===== config.mk =====
export PLATFORM = sky130hd
export DESIGN_NAME = rd_xbar
export DESIGN_NICKNAME = d
export VERILOG_FILES = /design/src/xbar_pkg.sv /design/src/rd_addr_decode.sv /design/src/rd_demux.sv /design/src/rd_err_slv.sv /design/src/rd_mux.sv /design/src/rd_xbar.sv
export SDC_FILE = /design/constraint.sdc
export NUM_CORES = 1
export LEC_CHECK = 0
export BUFFER_PORTS_ARGS = -buffer_cell sky130_fd_sc_hd__buf_2
export CORE_AREA = 2 2 254 256
export CTS_CLUSTER_SIZE = 25
export DETAILED_ROUTE_END_ITERATION = 8
export DIE_AREA = 0 0 256 258
export HOLD_SLACK_MARGIN = 0.1
export PLACE_DENSITY = 0.55
export SKIP_LAST_GASP = 1
export SYNTH_ARGS = -nofsm -noshare
export SYNTH_HDL_FRONTEND = slang
export SYNTH_SLANG_ARGS = --single-unit

===== constraint.sdc =====
create_clock -name clk_i -period 8.3 [get_ports clk_i]
set_clock_uncertainty 0.15 [all_clocks]
set_input_delay 1.245 -clock clk_i [delete_from_list [all_inputs] [get_ports clk_i]]
set_output_delay 1.245 -clock clk_i [all_outputs]
set_load 0.05 [all_outputs]

===== src/xbar_pkg.sv =====
// Shared definitions for the read-only crossbar
// Bus widths, the read response code, the error responder states and
// the address rule used by every decoder
`default_nettype none

package xbar_pkg;

  localparam int unsigned ADDR_W   = 32;
  localparam int unsigned DATA_W   = 32;
  localparam int unsigned SLV_ID_W = 4;  // ID width on the slave ports
  localparam int unsigned LEN_W    = 4;  // Beats per burst minus one

  typedef enum logic [1:0] {
    RESP_OKAY   = 2'd0,
    RESP_EXOKAY = 2'd1,
    RESP_SLVERR = 2'd2,
    RESP_DECERR = 2'd3
  } resp_e;

  typedef enum logic {
    ERR_IDLE,
    ERR_BURST
  } err_state_e;

  // One address window, end_addr is exclusive
  typedef struct packed {
    logic [7:0]        idx;
    logic [ADDR_W-1:0] start_addr;
    logic [ADDR_W-1:0] end_addr;
  } addr_rule_t;

endpackage

`default_nettype wire


===== src/rd_addr_decode.sv =====
// Read address decoder
// Scans the rule table with the lowest matching rule winning, falls back to
// the default port when enabled and checks the route against the
// connectivity row. Errors select index NumMstPorts
`timescale 1ns/1ps
`default_nettype none

module rd_addr_decode #(
  parameter int unsigned NumMstPorts = 3,
  parameter int unsigned NumRules    = 3,
  localparam int unsigned MstIdxW    = (NumMstPorts > 1) ? $clog2(NumMstPorts) : 1,
  localparam int unsigned SelW       = $clog2(NumMstPorts + 1)
) (
  input  logic [xbar_pkg::ADDR_W-1:0]         addr_i,
  input  xbar_pkg::addr_rule_t [NumRules-1:0] rules_i,
  input  logic                                en_default_i,
  input  logic [MstIdxW-1:0]                  default_idx_i,
  input  logic [NumMstPorts-1:0]              conn_row_i,
  output logic [SelW-1:0]                     select_o,
  output logic                                dec_error_o
);

  logic       matched;
  logic       allowed;
  logic [7:0] target;

  always_comb begin
    matched = 1'b0;
    target  = '0;
    for (int unsigned r = 0; r < NumRules; r++) begin
      if (!matched && (addr_i >= rules_i[r].start_addr) &&
          (addr_i < rules_i[r].end_addr)) begin
        matched = 1'b1;
        target  = rules_i[r].idx;
      end
    end
    if (!matched && en_default_i) begin  // Catch-all port
      matched = 1'b1;
      target  = 8'(default_idx_i);
    end

    allowed = 1'b0;
    if (matched && (target < NumMstPorts)) begin
      allowed = conn_row_i[target[MstIdxW-1:0]];
    end
  end

  assign dec_error_o = !allowed;
  assign select_o    = allowed ? SelW'(target) : SelW'(NumMstPorts);

endmodule

`default_nettype wire


===== src/rd_demux.sv =====
// Read demultiplexer for one slave port
// Steers AR to the selected target and returns R from the stored target.
// Reads go to one target at a time, at most MaxTrans outstanding
`timescale 1ns/1ps
`default_nettype none

module rd_demux #(
  parameter int unsigned NumMstPorts = 3,
  parameter int unsigned MaxTrans    = 4,
  localparam int unsigned NumOut     = NumMstPorts + 1,  // Last one is the error responder
  localparam int unsigned SelW       = $clog2(NumOut),
  localparam int unsigned CntW       = $clog2(MaxTrans + 1)
) (
  input  logic                                         clk_i,
  input  logic                                         arst_n_i,
  input  logic                                         slv_arvalid_i,
  output logic                                         slv_arready_o,
  input  logic [xbar_pkg::SLV_ID_W-1:0]                slv_arid_i,
  input  logic [xbar_pkg::ADDR_W-1:0]                  slv_araddr_i,
  input  logic [xbar_pkg::LEN_W-1:0]                   slv_arlen_i,
  input  logic [SelW-1:0]                              select_i,
  output logic [NumOut-1:0]                            mst_arvalid_o,
  input  logic [NumOut-1:0]                            mst_arready_i,
  output logic [xbar_pkg::SLV_ID_W-1:0]                mst_arid_o,
  output logic [xbar_pkg::ADDR_W-1:0]                  mst_araddr_o,
  output logic [xbar_pkg::LEN_W-1:0]                   mst_arlen_o,
  input  logic [NumOut-1:0]                            mst_rvalid_i,
  output logic [NumOut-1:0]                            mst_rready_o,
  input  logic [NumOut-1:0][xbar_pkg::SLV_ID_W-1:0]    mst_rid_i,
  input  logic [NumOut-1:0][xbar_pkg::DATA_W-1:0]      mst_rdata_i,
  input  xbar_pkg::resp_e [NumOut-1:0]                 mst_rresp_i,
  input  logic [NumOut-1:0]                            mst_rlast_i,
  output logic                                         slv_rvalid_o,
  input  logic                                         slv_rready_i,
  output logic [xbar_pkg::SLV_ID_W-1:0]                slv_rid_o,
  output logic [xbar_pkg::DATA_W-1:0]                  slv_rdata_o,
  output xbar_pkg::resp_e                              slv_rresp_o,
  output logic                                         slv_rlast_o
);

  logic [CntW-1:0] cnt_q;     // Reads in flight
  logic [SelW-1:0] target_q;  // Target of the reads in flight
  logic            ar_block;
  logic            ar_hs;
  logic            r_done;

  // Hold a new read while another target still owes data, or at the cap
  assign ar_block = ((cnt_q != '0) && (select_i != target_q)) ||
                    (cnt_q == CntW'(MaxTrans));

  always_comb begin
    mst_arvalid_o           = '0;
    mst_arvalid_o[select_i] = slv_arvalid_i && !ar_block;
  end

  assign slv_arready_o = !ar_block && mst_arready_i[select_i];
  assign mst_arid_o    = slv_arid_i;  // Payload goes to every target
  assign mst_araddr_o  = slv_araddr_i;
  assign mst_arlen_o   = slv_arlen_i;

  assign ar_hs  = slv_arvalid_i && slv_arready_o;
  assign r_done = slv_rvalid_o && slv_rready_i && slv_rlast_o;

  always_ff @(posedge clk_i or negedge arst_n_i) begin
    if (!arst_n_i) begin
      cnt_q    <= '0;
      target_q <= '0;
    end else begin
      if (ar_hs) begin
        target_q <= select_i;
      end
      case ({ar_hs, r_done})
        2'b10:   cnt_q <= cnt_q + 1'b1;
        2'b01:   cnt_q <= cnt_q - 1'b1;
        default: cnt_q <= cnt_q;  // None, or one in and one out
      endcase
    end
  end

  // R path follows the stored target only
  assign slv_rvalid_o = mst_rvalid_i[target_q];
  assign slv_rid_o    = mst_rid_i[target_q];
  assign slv_rdata_o  = mst_rdata_i[target_q];
  assign slv_rresp_o  = mst_rresp_i[target_q];
  assign slv_rlast_o  = mst_rlast_i[target_q];

  always_comb begin
    mst_rready_o           = '0;
    mst_rready_o[target_q] = slv_rready_i;
  end

endmodule

`default_nettype wire


===== src/rd_err_slv.sv =====
// Decode error responder
// Takes one read at a time and answers it with len + 1 DECERR beats,
// the first one in the cycle after the AR is accepted
`timescale 1ns/1ps
`default_nettype none

module rd_err_slv (
  input  logic                          clk_i,
  input  logic                          arst_n_i,
  input  logic                          arvalid_i,
  output logic                          arready_o,
  input  logic [xbar_pkg::SLV_ID_W-1:0] arid_i,
  input  logic [xbar_pkg::LEN_W-1:0]    arlen_i,
  output logic                          rvalid_o,
  input  logic                          rready_i,
  output logic [xbar_pkg::SLV_ID_W-1:0] rid_o,
  output logic [xbar_pkg::DATA_W-1:0]   rdata_o,
  output xbar_pkg::resp_e               rresp_o,
  output logic                          rlast_o
);

  import xbar_pkg::*;

  err_state_e        state_q;
  logic [LEN_W-1:0]  beats_q;  // Beats left after the current one
  logic [SLV_ID_W-1:0] id_q;

  assign arready_o = (state_q == ERR_IDLE);
  assign rvalid_o  = (state_q == ERR_BURST);
  assign rid_o     = id_q;
  assign rdata_o   = '0;
  assign rresp_o   = RESP_DECERR;
  assign rlast_o   = (beats_q == '0);

  always_ff @(posedge clk_i or negedge arst_n_i) begin
    if (!arst_n_i) begin
      state_q <= ERR_IDLE;
      beats_q <= '0;
    end else begin
      case (state_q)
        ERR_IDLE: begin
          if (arvalid_i) begin
            state_q <= ERR_BURST;
            beats_q <= arlen_i;
          end
        end
        ERR_BURST: begin
          if (rready_i) begin
            if (beats_q == '0) begin
              state_q <= ERR_IDLE;  // Last beat taken
            end else begin
              beats_q <= beats_q - 1'b1;
            end
          end
        end
        default: state_q <= ERR_IDLE;
      endcase
    end
  end

  always_ff @(posedge clk_i) begin
    if (arvalid_i && arready_o) begin
      id_q <= arid_i;
    end
  end

endmodule

`default_nettype wire


===== src/rd_mux.sv =====
// Read multiplexer for one master port
// Round-robin AR arbitration with the grant held until the transfer,
// the slave index is prepended to the ID and R is steered back by it
`timescale 1ns/1ps
`default_nettype none

module rd_mux #(
  parameter int unsigned NumSlvPorts = 2,
  localparam int unsigned SlvIdxW    = (NumSlvPorts > 1) ? $clog2(NumSlvPorts) : 1,
  localparam int unsigned MstIdW     = xbar_pkg::SLV_ID_W + SlvIdxW
) (
  input  logic                                          clk_i,
  input  logic                                          arst_n_i,
  input  logic [NumSlvPorts-1:0]                        slv_arvalid_i,
  output logic [NumSlvPorts-1:0]                        slv_arready_o,
  input  logic [NumSlvPorts-1:0][xbar_pkg::SLV_ID_W-1:0] slv_arid_i,
  input  logic [NumSlvPorts-1:0][xbar_pkg::ADDR_W-1:0]  slv_araddr_i,
  input  logic [NumSlvPorts-1:0][xbar_pkg::LEN_W-1:0]   slv_arlen_i,
  output logic                                          mst_arvalid_o,
  input  logic                                          mst_arready_i,
  output logic [MstIdW-1:0]                             mst_arid_o,
  output logic [xbar_pkg::ADDR_W-1:0]                   mst_araddr_o,
  output logic [xbar_pkg::LEN_W-1:0]                    mst_arlen_o,
  input  logic                                          mst_rvalid_i,
  output logic                                          mst_rready_o,
  input  logic [MstIdW-1:0]                             mst_rid_i,
  input  logic [xbar_pkg::DATA_W-1:0]                   mst_rdata_i,
  input  xbar_pkg::resp_e                               mst_rresp_i,
  input  logic                                          mst_rlast_i,
  output logic [NumSlvPorts-1:0]                        slv_rvalid_o,
  input  logic [NumSlvPorts-1:0]                        slv_rready_i,
  output logic [xbar_pkg::SLV_ID_W-1:0]                 slv_rid_o,
  output logic [xbar_pkg::DATA_W-1:0]                   slv_rdata_o,
  output xbar_pkg::resp_e                               slv_rresp_o,
  output logic                                          slv_rlast_o
);

  import xbar_pkg::*;

  logic [SlvIdxW-1:0] rr_q;        // Input with the highest priority
  logic               lock_q;      // Granted AR still waiting for ready
  logic [SlvIdxW-1:0] lock_idx_q;
  logic [SlvIdxW-1:0] gnt_idx;
  logic               gnt_valid;
  logic [SlvIdxW-1:0] r_idx;

  always_comb begin
    int unsigned cand;
    gnt_valid = 1'b0;
    gnt_idx   = rr_q;
    for (int unsigned k = 0; k < NumSlvPorts; k++) begin
      cand = (int'(rr_q) + k) % NumSlvPorts;
      if (!gnt_valid && slv_arvalid_i[cand]) begin
        gnt_valid = 1'b1;
        gnt_idx   = SlvIdxW'(cand);
      end
    end
    if (lock_q) begin
      gnt_idx   = lock_idx_q;
      gnt_valid = slv_arvalid_i[lock_idx_q];
    end
  end

  always_ff @(posedge clk_i or negedge arst_n_i) begin
    if (!arst_n_i) begin
      rr_q       <= '0;
      lock_q     <= 1'b0;
      lock_idx_q <= '0;
    end else begin
      lock_q     <= mst_arvalid_o && !mst_arready_i;
      lock_idx_q <= gnt_idx;
      if (mst_arvalid_o && mst_arready_i) begin  // Winner drops to lowest priority
        rr_q <= (gnt_idx == SlvIdxW'(NumSlvPorts - 1)) ? '0 : gnt_idx + 1'b1;
      end
    end
  end

  assign mst_arvalid_o = gnt_valid;
  assign mst_arid_o    = {gnt_idx, slv_arid_i[gnt_idx]};
  assign mst_araddr_o  = slv_araddr_i[gnt_idx];
  assign mst_arlen_o   = slv_arlen_i[gnt_idx];

  always_comb begin
    slv_arready_o          = '0;
    slv_arready_o[gnt_idx] = gnt_valid && mst_arready_i;
  end

  // Top ID bits name the slave input that owns the beat
  assign r_idx = mst_rid_i[MstIdW-1 -: SlvIdxW];

  always_comb begin
    slv_rvalid_o        = '0;
    slv_rvalid_o[r_idx] = mst_rvalid_i;
  end

  assign mst_rready_o = slv_rready_i[r_idx];
  assign slv_rid_o    = mst_rid_i[SLV_ID_W-1:0];
  assign slv_rdata_o  = mst_rdata_i;
  assign slv_rresp_o  = mst_rresp_i;
  assign slv_rlast_o  = mst_rlast_i;

endmodule

`default_nettype wire


===== src/rd_xbar.sv =====
// Read-only address-routed crossbar
// Per slave port a decoder, a demux and an error responder, per master
// port a round-robin mux. Forbidden pairs are left unwired
`timescale 1ns/1ps
`default_nettype none

module rd_xbar #(
  parameter int unsigned NumSlvPorts = 2,
  parameter int unsigned NumMstPorts = 3,
  parameter int unsigned NumRules    = 3,
  parameter int unsigned MaxTrans    = 4,
  parameter logic [NumSlvPorts-1:0][NumMstPorts-1:0] Connectivity = '1,
  localparam int unsigned MstIdxW = (NumMstPorts > 1) ? $clog2(NumMstPorts) : 1,
  localparam int unsigned SlvIdxW = (NumSlvPorts > 1) ? $clog2(NumSlvPorts) : 1,
  localparam int unsigned MstIdW  = xbar_pkg::SLV_ID_W + SlvIdxW
) (
  input  logic                                           clk_i,
  input  logic                                           arst_n_i,
  input  xbar_pkg::addr_rule_t [NumRules-1:0]            rules_i,
  input  logic [NumSlvPorts-1:0]                         en_default_i,
  input  logic [NumSlvPorts-1:0][MstIdxW-1:0]            default_idx_i,
  input  logic [NumSlvPorts-1:0]                         slv_arvalid_i,
  output logic [NumSlvPorts-1:0]                         slv_arready_o,
  input  logic [NumSlvPorts-1:0][xbar_pkg::SLV_ID_W-1:0] slv_arid_i,
  input  logic [NumSlvPorts-1:0][xbar_pkg::ADDR_W-1:0]   slv_araddr_i,
  input  logic [NumSlvPorts-1:0][xbar_pkg::LEN_W-1:0]    slv_arlen_i,
  output logic [NumSlvPorts-1:0]                         slv_rvalid_o,
  input  logic [NumSlvPorts-1:0]                         slv_rready_i,
  output logic [NumSlvPorts-1:0][xbar_pkg::SLV_ID_W-1:0] slv_rid_o,
  output logic [NumSlvPorts-1:0][xbar_pkg::DATA_W-1:0]   slv_rdata_o,
  output xbar_pkg::resp_e [NumSlvPorts-1:0]              slv_rresp_o,
  output logic [NumSlvPorts-1:0]                         slv_rlast_o,
  output logic [NumMstPorts-1:0]                         mst_arvalid_o,
  input  logic [NumMstPorts-1:0]                         mst_arready_i,
  output logic [NumMstPorts-1:0][MstIdW-1:0]             mst_arid_o,
  output logic [NumMstPorts-1:0][xbar_pkg::ADDR_W-1:0]   mst_araddr_o,
  output logic [NumMstPorts-1:0][xbar_pkg::LEN_W-1:0]    mst_arlen_o,
  input  logic [NumMstPorts-1:0]                         mst_rvalid_i,
  output logic [NumMstPorts-1:0]                         mst_rready_o,
  input  logic [NumMstPorts-1:0][MstIdW-1:0]             mst_rid_i,
  input  logic [NumMstPorts-1:0][xbar_pkg::DATA_W-1:0]   mst_rdata_i,
  input  xbar_pkg::resp_e [NumMstPorts-1:0]              mst_rresp_i,
  input  logic [NumMstPorts-1:0]                         mst_rlast_i
);

  import xbar_pkg::*;

  localparam int unsigned NumOut = NumMstPorts + 1;
  localparam int unsigned SelW   = $clog2(NumOut);

  // Demux side, index NumMstPorts is the error responder
  logic [NumSlvPorts-1:0][SelW-1:0]                 sel;
  logic [NumSlvPorts-1:0][NumOut-1:0]               dmx_arvalid, dmx_arready;
  logic [NumSlvPorts-1:0][SLV_ID_W-1:0]             dmx_arid;
  logic [NumSlvPorts-1:0][ADDR_W-1:0]               dmx_araddr;
  logic [NumSlvPorts-1:0][LEN_W-1:0]                dmx_arlen;
  logic [NumSlvPorts-1:0][NumOut-1:0]               dmx_rvalid, dmx_rready, dmx_rlast;
  logic [NumSlvPorts-1:0][NumOut-1:0][SLV_ID_W-1:0] dmx_rid;
  logic [NumSlvPorts-1:0][NumOut-1:0][DATA_W-1:0]   dmx_rdata;
  resp_e [NumSlvPorts-1:0][NumOut-1:0]              dmx_rresp;

  // Mux side
  logic [NumMstPorts-1:0][NumSlvPorts-1:0]               mux_arvalid, mux_arready;
  logic [NumMstPorts-1:0][NumSlvPorts-1:0][SLV_ID_W-1:0] mux_arid;
  logic [NumMstPorts-1:0][NumSlvPorts-1:0][ADDR_W-1:0]   mux_araddr;
  logic [NumMstPorts-1:0][NumSlvPorts-1:0][LEN_W-1:0]    mux_arlen;
  logic [NumMstPorts-1:0][NumSlvPorts-1:0]               mux_rvalid, mux_rready;
  logic [NumMstPorts-1:0][SLV_ID_W-1:0]                  mux_rid;
  logic [NumMstPorts-1:0][DATA_W-1:0]                    mux_rdata;
  resp_e [NumMstPorts-1:0]                               mux_rresp;
  logic [NumMstPorts-1:0]                                mux_rlast;

  for (genvar i = 0; i < NumSlvPorts; i++) begin : gen_slv
    rd_addr_decode #(.NumMstPorts(NumMstPorts), .NumRules(NumRules)) i_decode (
      .addr_i(slv_araddr_i[i]), .rules_i(rules_i), .en_default_i(en_default_i[i]),
      .default_idx_i(default_idx_i[i]), .conn_row_i(Connectivity[i]),
      .select_o(sel[i]), .dec_error_o()
    );

    rd_demux #(.NumMstPorts(NumMstPorts), .MaxTrans(MaxTrans)) i_demux (
      .clk_i, .arst_n_i,
      .slv_arvalid_i(slv_arvalid_i[i]), .slv_arready_o(slv_arready_o[i]),
      .slv_arid_i(slv_arid_i[i]), .slv_araddr_i(slv_araddr_i[i]),
      .slv_arlen_i(slv_arlen_i[i]), .select_i(sel[i]),
      .mst_arvalid_o(dmx_arvalid[i]), .mst_arready_i(dmx_arready[i]),
      .mst_arid_o(dmx_arid[i]), .mst_araddr_o(dmx_araddr[i]), .mst_arlen_o(dmx_arlen[i]),
      .mst_rvalid_i(dmx_rvalid[i]), .mst_rready_o(dmx_rready[i]), .mst_rid_i(dmx_rid[i]),
      .mst_rdata_i(dmx_rdata[i]), .mst_rresp_i(dmx_rresp[i]), .mst_rlast_i(dmx_rlast[i]),
      .slv_rvalid_o(slv_rvalid_o[i]), .slv_rready_i(slv_rready_i[i]),
      .slv_rid_o(slv_rid_o[i]), .slv_rdata_o(slv_rdata_o[i]),
      .slv_rresp_o(slv_rresp_o[i]), .slv_rlast_o(slv_rlast_o[i])
    );

    rd_err_slv i_err_slv (
      .clk_i, .arst_n_i,
      .arvalid_i(dmx_arvalid[i][NumMstPorts]), .arready_o(dmx_arready[i][NumMstPorts]),
      .arid_i(dmx_arid[i]), .arlen_i(dmx_arlen[i]),
      .rvalid_o(dmx_rvalid[i][NumMstPorts]), .rready_i(dmx_rready[i][NumMstPorts]),
      .rid_o(dmx_rid[i][NumMstPorts]), .rdata_o(dmx_rdata[i][NumMstPorts]),
      .rresp_o(dmx_rresp[i][NumMstPorts]), .rlast_o(dmx_rlast[i][NumMstPorts])
    );

    for (genvar j = 0; j < NumMstPorts; j++) begin : gen_cross
      assign mux_arid[j][i]   = dmx_arid[i];  // Payload is shared, valid gates it
      assign mux_araddr[j][i] = dmx_araddr[i];
      assign mux_arlen[j][i]  = dmx_arlen[i];
      assign dmx_rid[i][j]    = mux_rid[j];
      assign dmx_rdata[i][j]  = mux_rdata[j];
      assign dmx_rresp[i][j]  = mux_rresp[j];
      assign dmx_rlast[i][j]  = mux_rlast[j];
      if (Connectivity[i][j]) begin : gen_link
        assign mux_arvalid[j][i] = dmx_arvalid[i][j];
        assign dmx_arready[i][j] = mux_arready[j][i];
        assign dmx_rvalid[i][j]  = mux_rvalid[j][i];
        assign mux_rready[j][i]  = dmx_rready[i][j];
      end else begin : gen_no_link  // Decoder never selects this pair
        assign mux_arvalid[j][i] = 1'b0;
        assign dmx_arready[i][j] = 1'b0;
        assign dmx_rvalid[i][j]  = 1'b0;
        assign mux_rready[j][i]  = 1'b0;
      end
    end
  end

  for (genvar j = 0; j < NumMstPorts; j++) begin : gen_mst
    rd_mux #(.NumSlvPorts(NumSlvPorts)) i_mux (
      .clk_i, .arst_n_i,
      .slv_arvalid_i(mux_arvalid[j]), .slv_arready_o(mux_arready[j]),
      .slv_arid_i(mux_arid[j]), .slv_araddr_i(mux_araddr[j]), .slv_arlen_i(mux_arlen[j]),
      .mst_arvalid_o(mst_arvalid_o[j]), .mst_arready_i(mst_arready_i[j]),
      .mst_arid_o(mst_arid_o[j]), .mst_araddr_o(mst_araddr_o[j]),
      .mst_arlen_o(mst_arlen_o[j]),
      .mst_rvalid_i(mst_rvalid_i[j]), .mst_rready_o(mst_rready_o[j]),
      .mst_rid_i(mst_rid_i[j]), .mst_rdata_i(mst_rdata_i[j]),
      .mst_rresp_i(mst_rresp_i[j]), .mst_rlast_i(mst_rlast_i[j]),
      .slv_rvalid_o(mux_rvalid[j]), .slv_rready_i(mux_rready[j]),
      .slv_rid_o(mux_rid[j]), .slv_rdata_o(mux_rdata[j]),
      .slv_rresp_o(mux_rresp[j]), .slv_rlast_o(mux_rlast[j])
    );
  end

endmodule

`default_nettype wire


# == Yosys cells after proc, flatten, opt, wreduce, memory -nomap -nowiden ==
# Cells that the tools add are included.
# totals
reg_bits,37
inputBits,434
# classes
n_addsub,12
magnitude_cmp,45
n_eq_ne,14
muxes,146
bitwise_logic,12
reduce_logical,71
# op_table
operator,count
32-bit 2-to-1 mux,8
32-bit greater-or-equal comparator,6
32-bit < comparator,6
32-bit binary-select mux with 2-bit select,2
4-bit 2-to-1 mux,20
1-bit 2-to-1 mux,76
8-bit 2-to-1 mux,8
1-bit logical AND,47
1-bit by 2-bit < comparator with 1-bit output (second input constant),15
2-bit by 3-bit < comparator with 1-bit output (second input constant),6
4-bit bitwise AND,4
1-bit binary-select mux with 2-bit select,8
4-bit binary-select mux with 2-bit select,2
8-bit by 2-bit < comparator with 1-bit output (second input constant),2
4-bit one-hot mux with 2 select lines,2
1-bit logical NOT,14
2-bit bitwise AND,6
2-bit inequality test (second input constant),6
3-bit one-hot mux with 2 select lines,2
2-bit binary-select mux with 2-bit select,2
1-bit demux with 2-bit select,4
2-bit by 1-bit greater-or-equal comparator with 1-bit output (second input constant),4
4-bit logical NOT,2
2-bit 2-to-1 mux,4
other kinds (16),44

# == Longest topological paths before layout ==
# logic_depth
depth_word,42
ltp_mapped,22
ltp_nobuf,22

# == By module ==
# A second synthesis with hierarchy kept.
# unflattened
cells_unflattened,2572
hier_area_um2,20084.3
# modules_own_cells
module,instances,cells_each,area_each_um2
rd_addr_decode,2,697,4892.2
rd_mux,3,256,1821.7
rd_demux at gen_slv[0].i_demux,1,132,1691.6
rd_demux at gen_slv[1].i_demux,1,133,1690.4
rd_err_slv,2,72,724.4
rd_xbar,1,1,3.8

# == Worst setup path after synthesis ==
# No wires, ideal clock.
# synth_path
path_kind,input-to-output
start,input port rules_i[41] (netlist bit)
end,output port mst_araddr_o[64] (netlist bit)
arrival_ps,5769
setup_slack_ps,1136
path_stages,17
n_path_buf,1
cell_sequence,inv_1 -> ha_1 -> a21o_1 -> nand3_1 -> a21oi_1 -> or4b_4 -> a2111oi_4 -> nor2_2 -> a311o_1 -> a21oi_2 -> mux2i_1 -> a21oi_2 -> o211ai_2 -> nor2_1 -> o31ai_4 -> buf_6 -> mux2i_1
# synth_lines
element,line,text
"start, declared",rd_xbar.sv:19,"input xbar_pkg::addr_rule_t [NumRules-1:0] rules_i,"
"end, declared",rd_xbar.sv:36,"output logic [NumMstPorts-1:0][xbar_pkg::ADDR_W-1:0] mst_araddr_o,"

==> flow_summary.yaml <==
yosys:
  ys_async_sr_fraction_pct: 78.4
  synth_edf_count: 8
  ys_ff_latch: 37
  synth_common_cells: "ha_1, inv_1, nand2_1"
  yosysTopAreaCellShare_pct: 32.2
  synth_top_area_cell: "ha_1"
  syn_area_per_cell_sq_um: 7.99
  syn_inst: 1859
  synth_area_leaders: "ha_1, inv_1, mux2_2"
  synth_cell_types: 88
  syn_area_sq_mm: 0.0148
  synth_ff_type: "dfrtp_1"
  yosysMostFrequentCell: "ha_1"
  ys_warn_count: 0
  synth_seq_area_share_pct: 6.51
  synthesis.nets: 2677
sta:
  fin_crit_ns: 7.78
  rsz0062_at_grt: "false"
  drv_slew: 0
  setup_ws_ns: 0.520
  tightest_slew_ns: 0.921
  fin_setup_tns_ns: 0
  finalSetupViolCount: 0
  max_freq_mhz: 129
  hold_viol_final: 0
  relSlewSlack_pct: 38.6
  period_share_pct: 93.7
grt:
  grt_max_degree: 52
  antenna_found_initial: 18
  grt_pass1_wl_um: 104000
  grtUsageTotal_pct: 20.7
  grt_pass1_vias: 16397
  grt.overflow.total: 0
clocking:
  cts-resized-gates: 0
  cts_root_buf: "clkbuf_16"
  cts_buffers: 5
  tritoncts: "yes"
  clk_pin_slew_ns: 0.06
  insertion_delay_ns: 0.28
  cts_setup_buffers: 0
  htreeDepth: 2
  cts_buffer_depth: 2
  cts_hold_buf: 0
  clock-sinks: 37
setup_path:
  required_ns: 6.90
  crit_fanout: 16
  arrival_ns: 6.39
  crit_path_start_kind: "primary input"
  worstSetupEndpointType: "output port"
  critPathLaunch: "slv_araddr_i[32]"
  r2r_start: "gen_slv[1].i_demux.target_q[1]"
  crit_type: "in2out"
run:
  maxCapViolCount: 0
die:
  core_area_sq_mm: 0.0636
  die-area_sq_mm: 0.0660
  start_util_pct: 23.3
  rows: 93
  io_pins: 645
  die_height_um: 258
  die_x_um: 256
power:
  power_density_mw_per_mm2: 206
  p_leak_nw: 10.5
  peakVddDrop_uv: 128
routing:
  wire_per_inst_um: 21.3
  remaining_drc_errors: 0
  drt-total-wl_um: 71300
  dr.pass1.iters: 7
  dr.first_iter.drc_count: 769
  postRouteAntennaNets: 0
  viasPerCell: 4.92
  via_count: 16488
finish:
  nets: 3305
  area_growth_pct: 30.5
  postLayoutCoreUtil_pct: 30.4
  fill_cells: 6991
  layout-drive-gt1-share_pct: 33.6
  fin_area_sq_mm: 0.0194
  final_cells: 3351
hold_path:
  hold_path.class: "reg2reg"
  hp-start: "gen_slv[1].i_demux.cnt_q[2]"
placement:
  placedCellCount: 3335
  dpl_cell_area_sq_mm: 0.0192
  finalWeightedCongestion: 0.897
  dp_hpwl_um: 60400
  port_buffers: 644
  post-place-ws_ns: 0.374
outcome:
  outcome: "complete, no violations"
[final timing paths]
check / to / slack [ns] / depth (start not counted)
setup / recovery: mst_arlen_o[11] / 0.52 / 20
hold / removal: gen_slv[1].i_demux.cnt_q[2] / 0.32 / 1
setup reg to reg: gen_slv[0].i_demux.cnt_q[2] / 4.09 / 14
hold reg to reg: gen_slv[1].i_demux.cnt_q[2] / 0.32 / 1
max in group asynchronous: gen_slv[1].i_demux.target_q[0] / 6.63 / 1
min in group asynchronous: gen_slv[0].i_err_slv.beats_q[2] / 0.86 / 1
[critical path, cell delays in order]
cell	delay (ns)
buf_2	0.13
inv_1	0.15
ha_1	0.25
nand2b_1	0.13
a2111oi_0	0.45
a2111oi_1	0.11
clkdlybuf4s18_2	0.27
o41ai_1	0.40
o2111a_1	0.30
a311oi_2	0.10
nor4_1	0.55
a2111oi_0	0.14
mux2i_1	0.39
a21oi_2	0.15
o211ai_2	0.30
nor2_1	0.11
o31ai_4	0.28
buf_4	0.32
mux2_2	0.38
buf_2	0.21
[report_power, final]
part / internal, mW / switching (mW) / leakage [nW]
logic: 1.07 / 2.40 / 10.0
registers: 0.246 / 0.0630 / 0.410
clock network: 0.141 / 0.0777 / 0.0775
[routing by layer]
metal	part of all wire, %	up-vias	GRT usage, %
met1	44	7660	26.1
li1	-	8156	-
met5	0.10	-	0
met4	3.0	10	6.34
met2	48	573	36.7
met3	5.0	89	2.53
[layout make-up]
cell class,instances,area [sq um],share of cell area (%)
clock inverter,3,41.3,0.213
antenna,8,20.0,0.103
multi-input combinational,1529,12700,65.4
timing repair buffer,680,3600,18.6
inverter,234,878,4.53
sequential,37,971,5.01
clock buffer,5,125,0.646
tap,855,1070,5.52
[cell families after synthesis]
| group | Yosys count | share of synthesized area, % |
|---|---|---|
| compound gates | 487 | 21.0 |
| xor+xnor | 8 | 0.472 |
| fa+ha+maj | 384 | 32.5 |
| buf+inv | 293 | 8.31 |
| flops | 37 | 6.51 |
| mux | 200 | 16.2 |
| simple gates | 450 | 15.1 |
[state kept, by name, summed over array words and instances, names as in the netlist]
name / cells
gen_mst.i_mux.lock_idx_q: 3
gen_mst.i_mux.lock_q: 3
gen_mst.i_mux.rr_q: 3
gen_slv.i_demux.cnt_q: 6
gen_slv.i_demux.target_q: 4
gen_slv.i_err_slv.beats_q: 8
gen_slv.i_err_slv.rid_o: 8
gen_slv.i_err_slv.rvalid_o: 2
[per-stage QoR]
stage,hold WS [ns],power [mW]
floorplan,0.291,2.86
global placement,0.312,3.79
detailed placement,0.310,3.80
CTS,0.319,4.03
global route,0.336,4.24
finish,0.319,4.00
[cell usage in the layout, fill, tap and decap left out, drive strengths merged, types with 7 or more instances in the layout]
cell and count:
buf 679, ha 382, inv 234, nand2 156, a21oi 148, o21ai 143, mux2 117, mux2i 73
nor2 64, nand4 51, nand3 51, a21o 35, a211oi 29, dfrtp 29, nor2b 25, nor3 23
a31oi 16, and3 14, nand2b 14, o211ai 13, nor4 12, o21a 11, o31ai 11, mux4 10
diode 8, or3 8, edfxtp 8, a2111oi 8, a221oi 7, a211o 7, and4 7, a21boi 7
(Power assumes the default switching activity.)
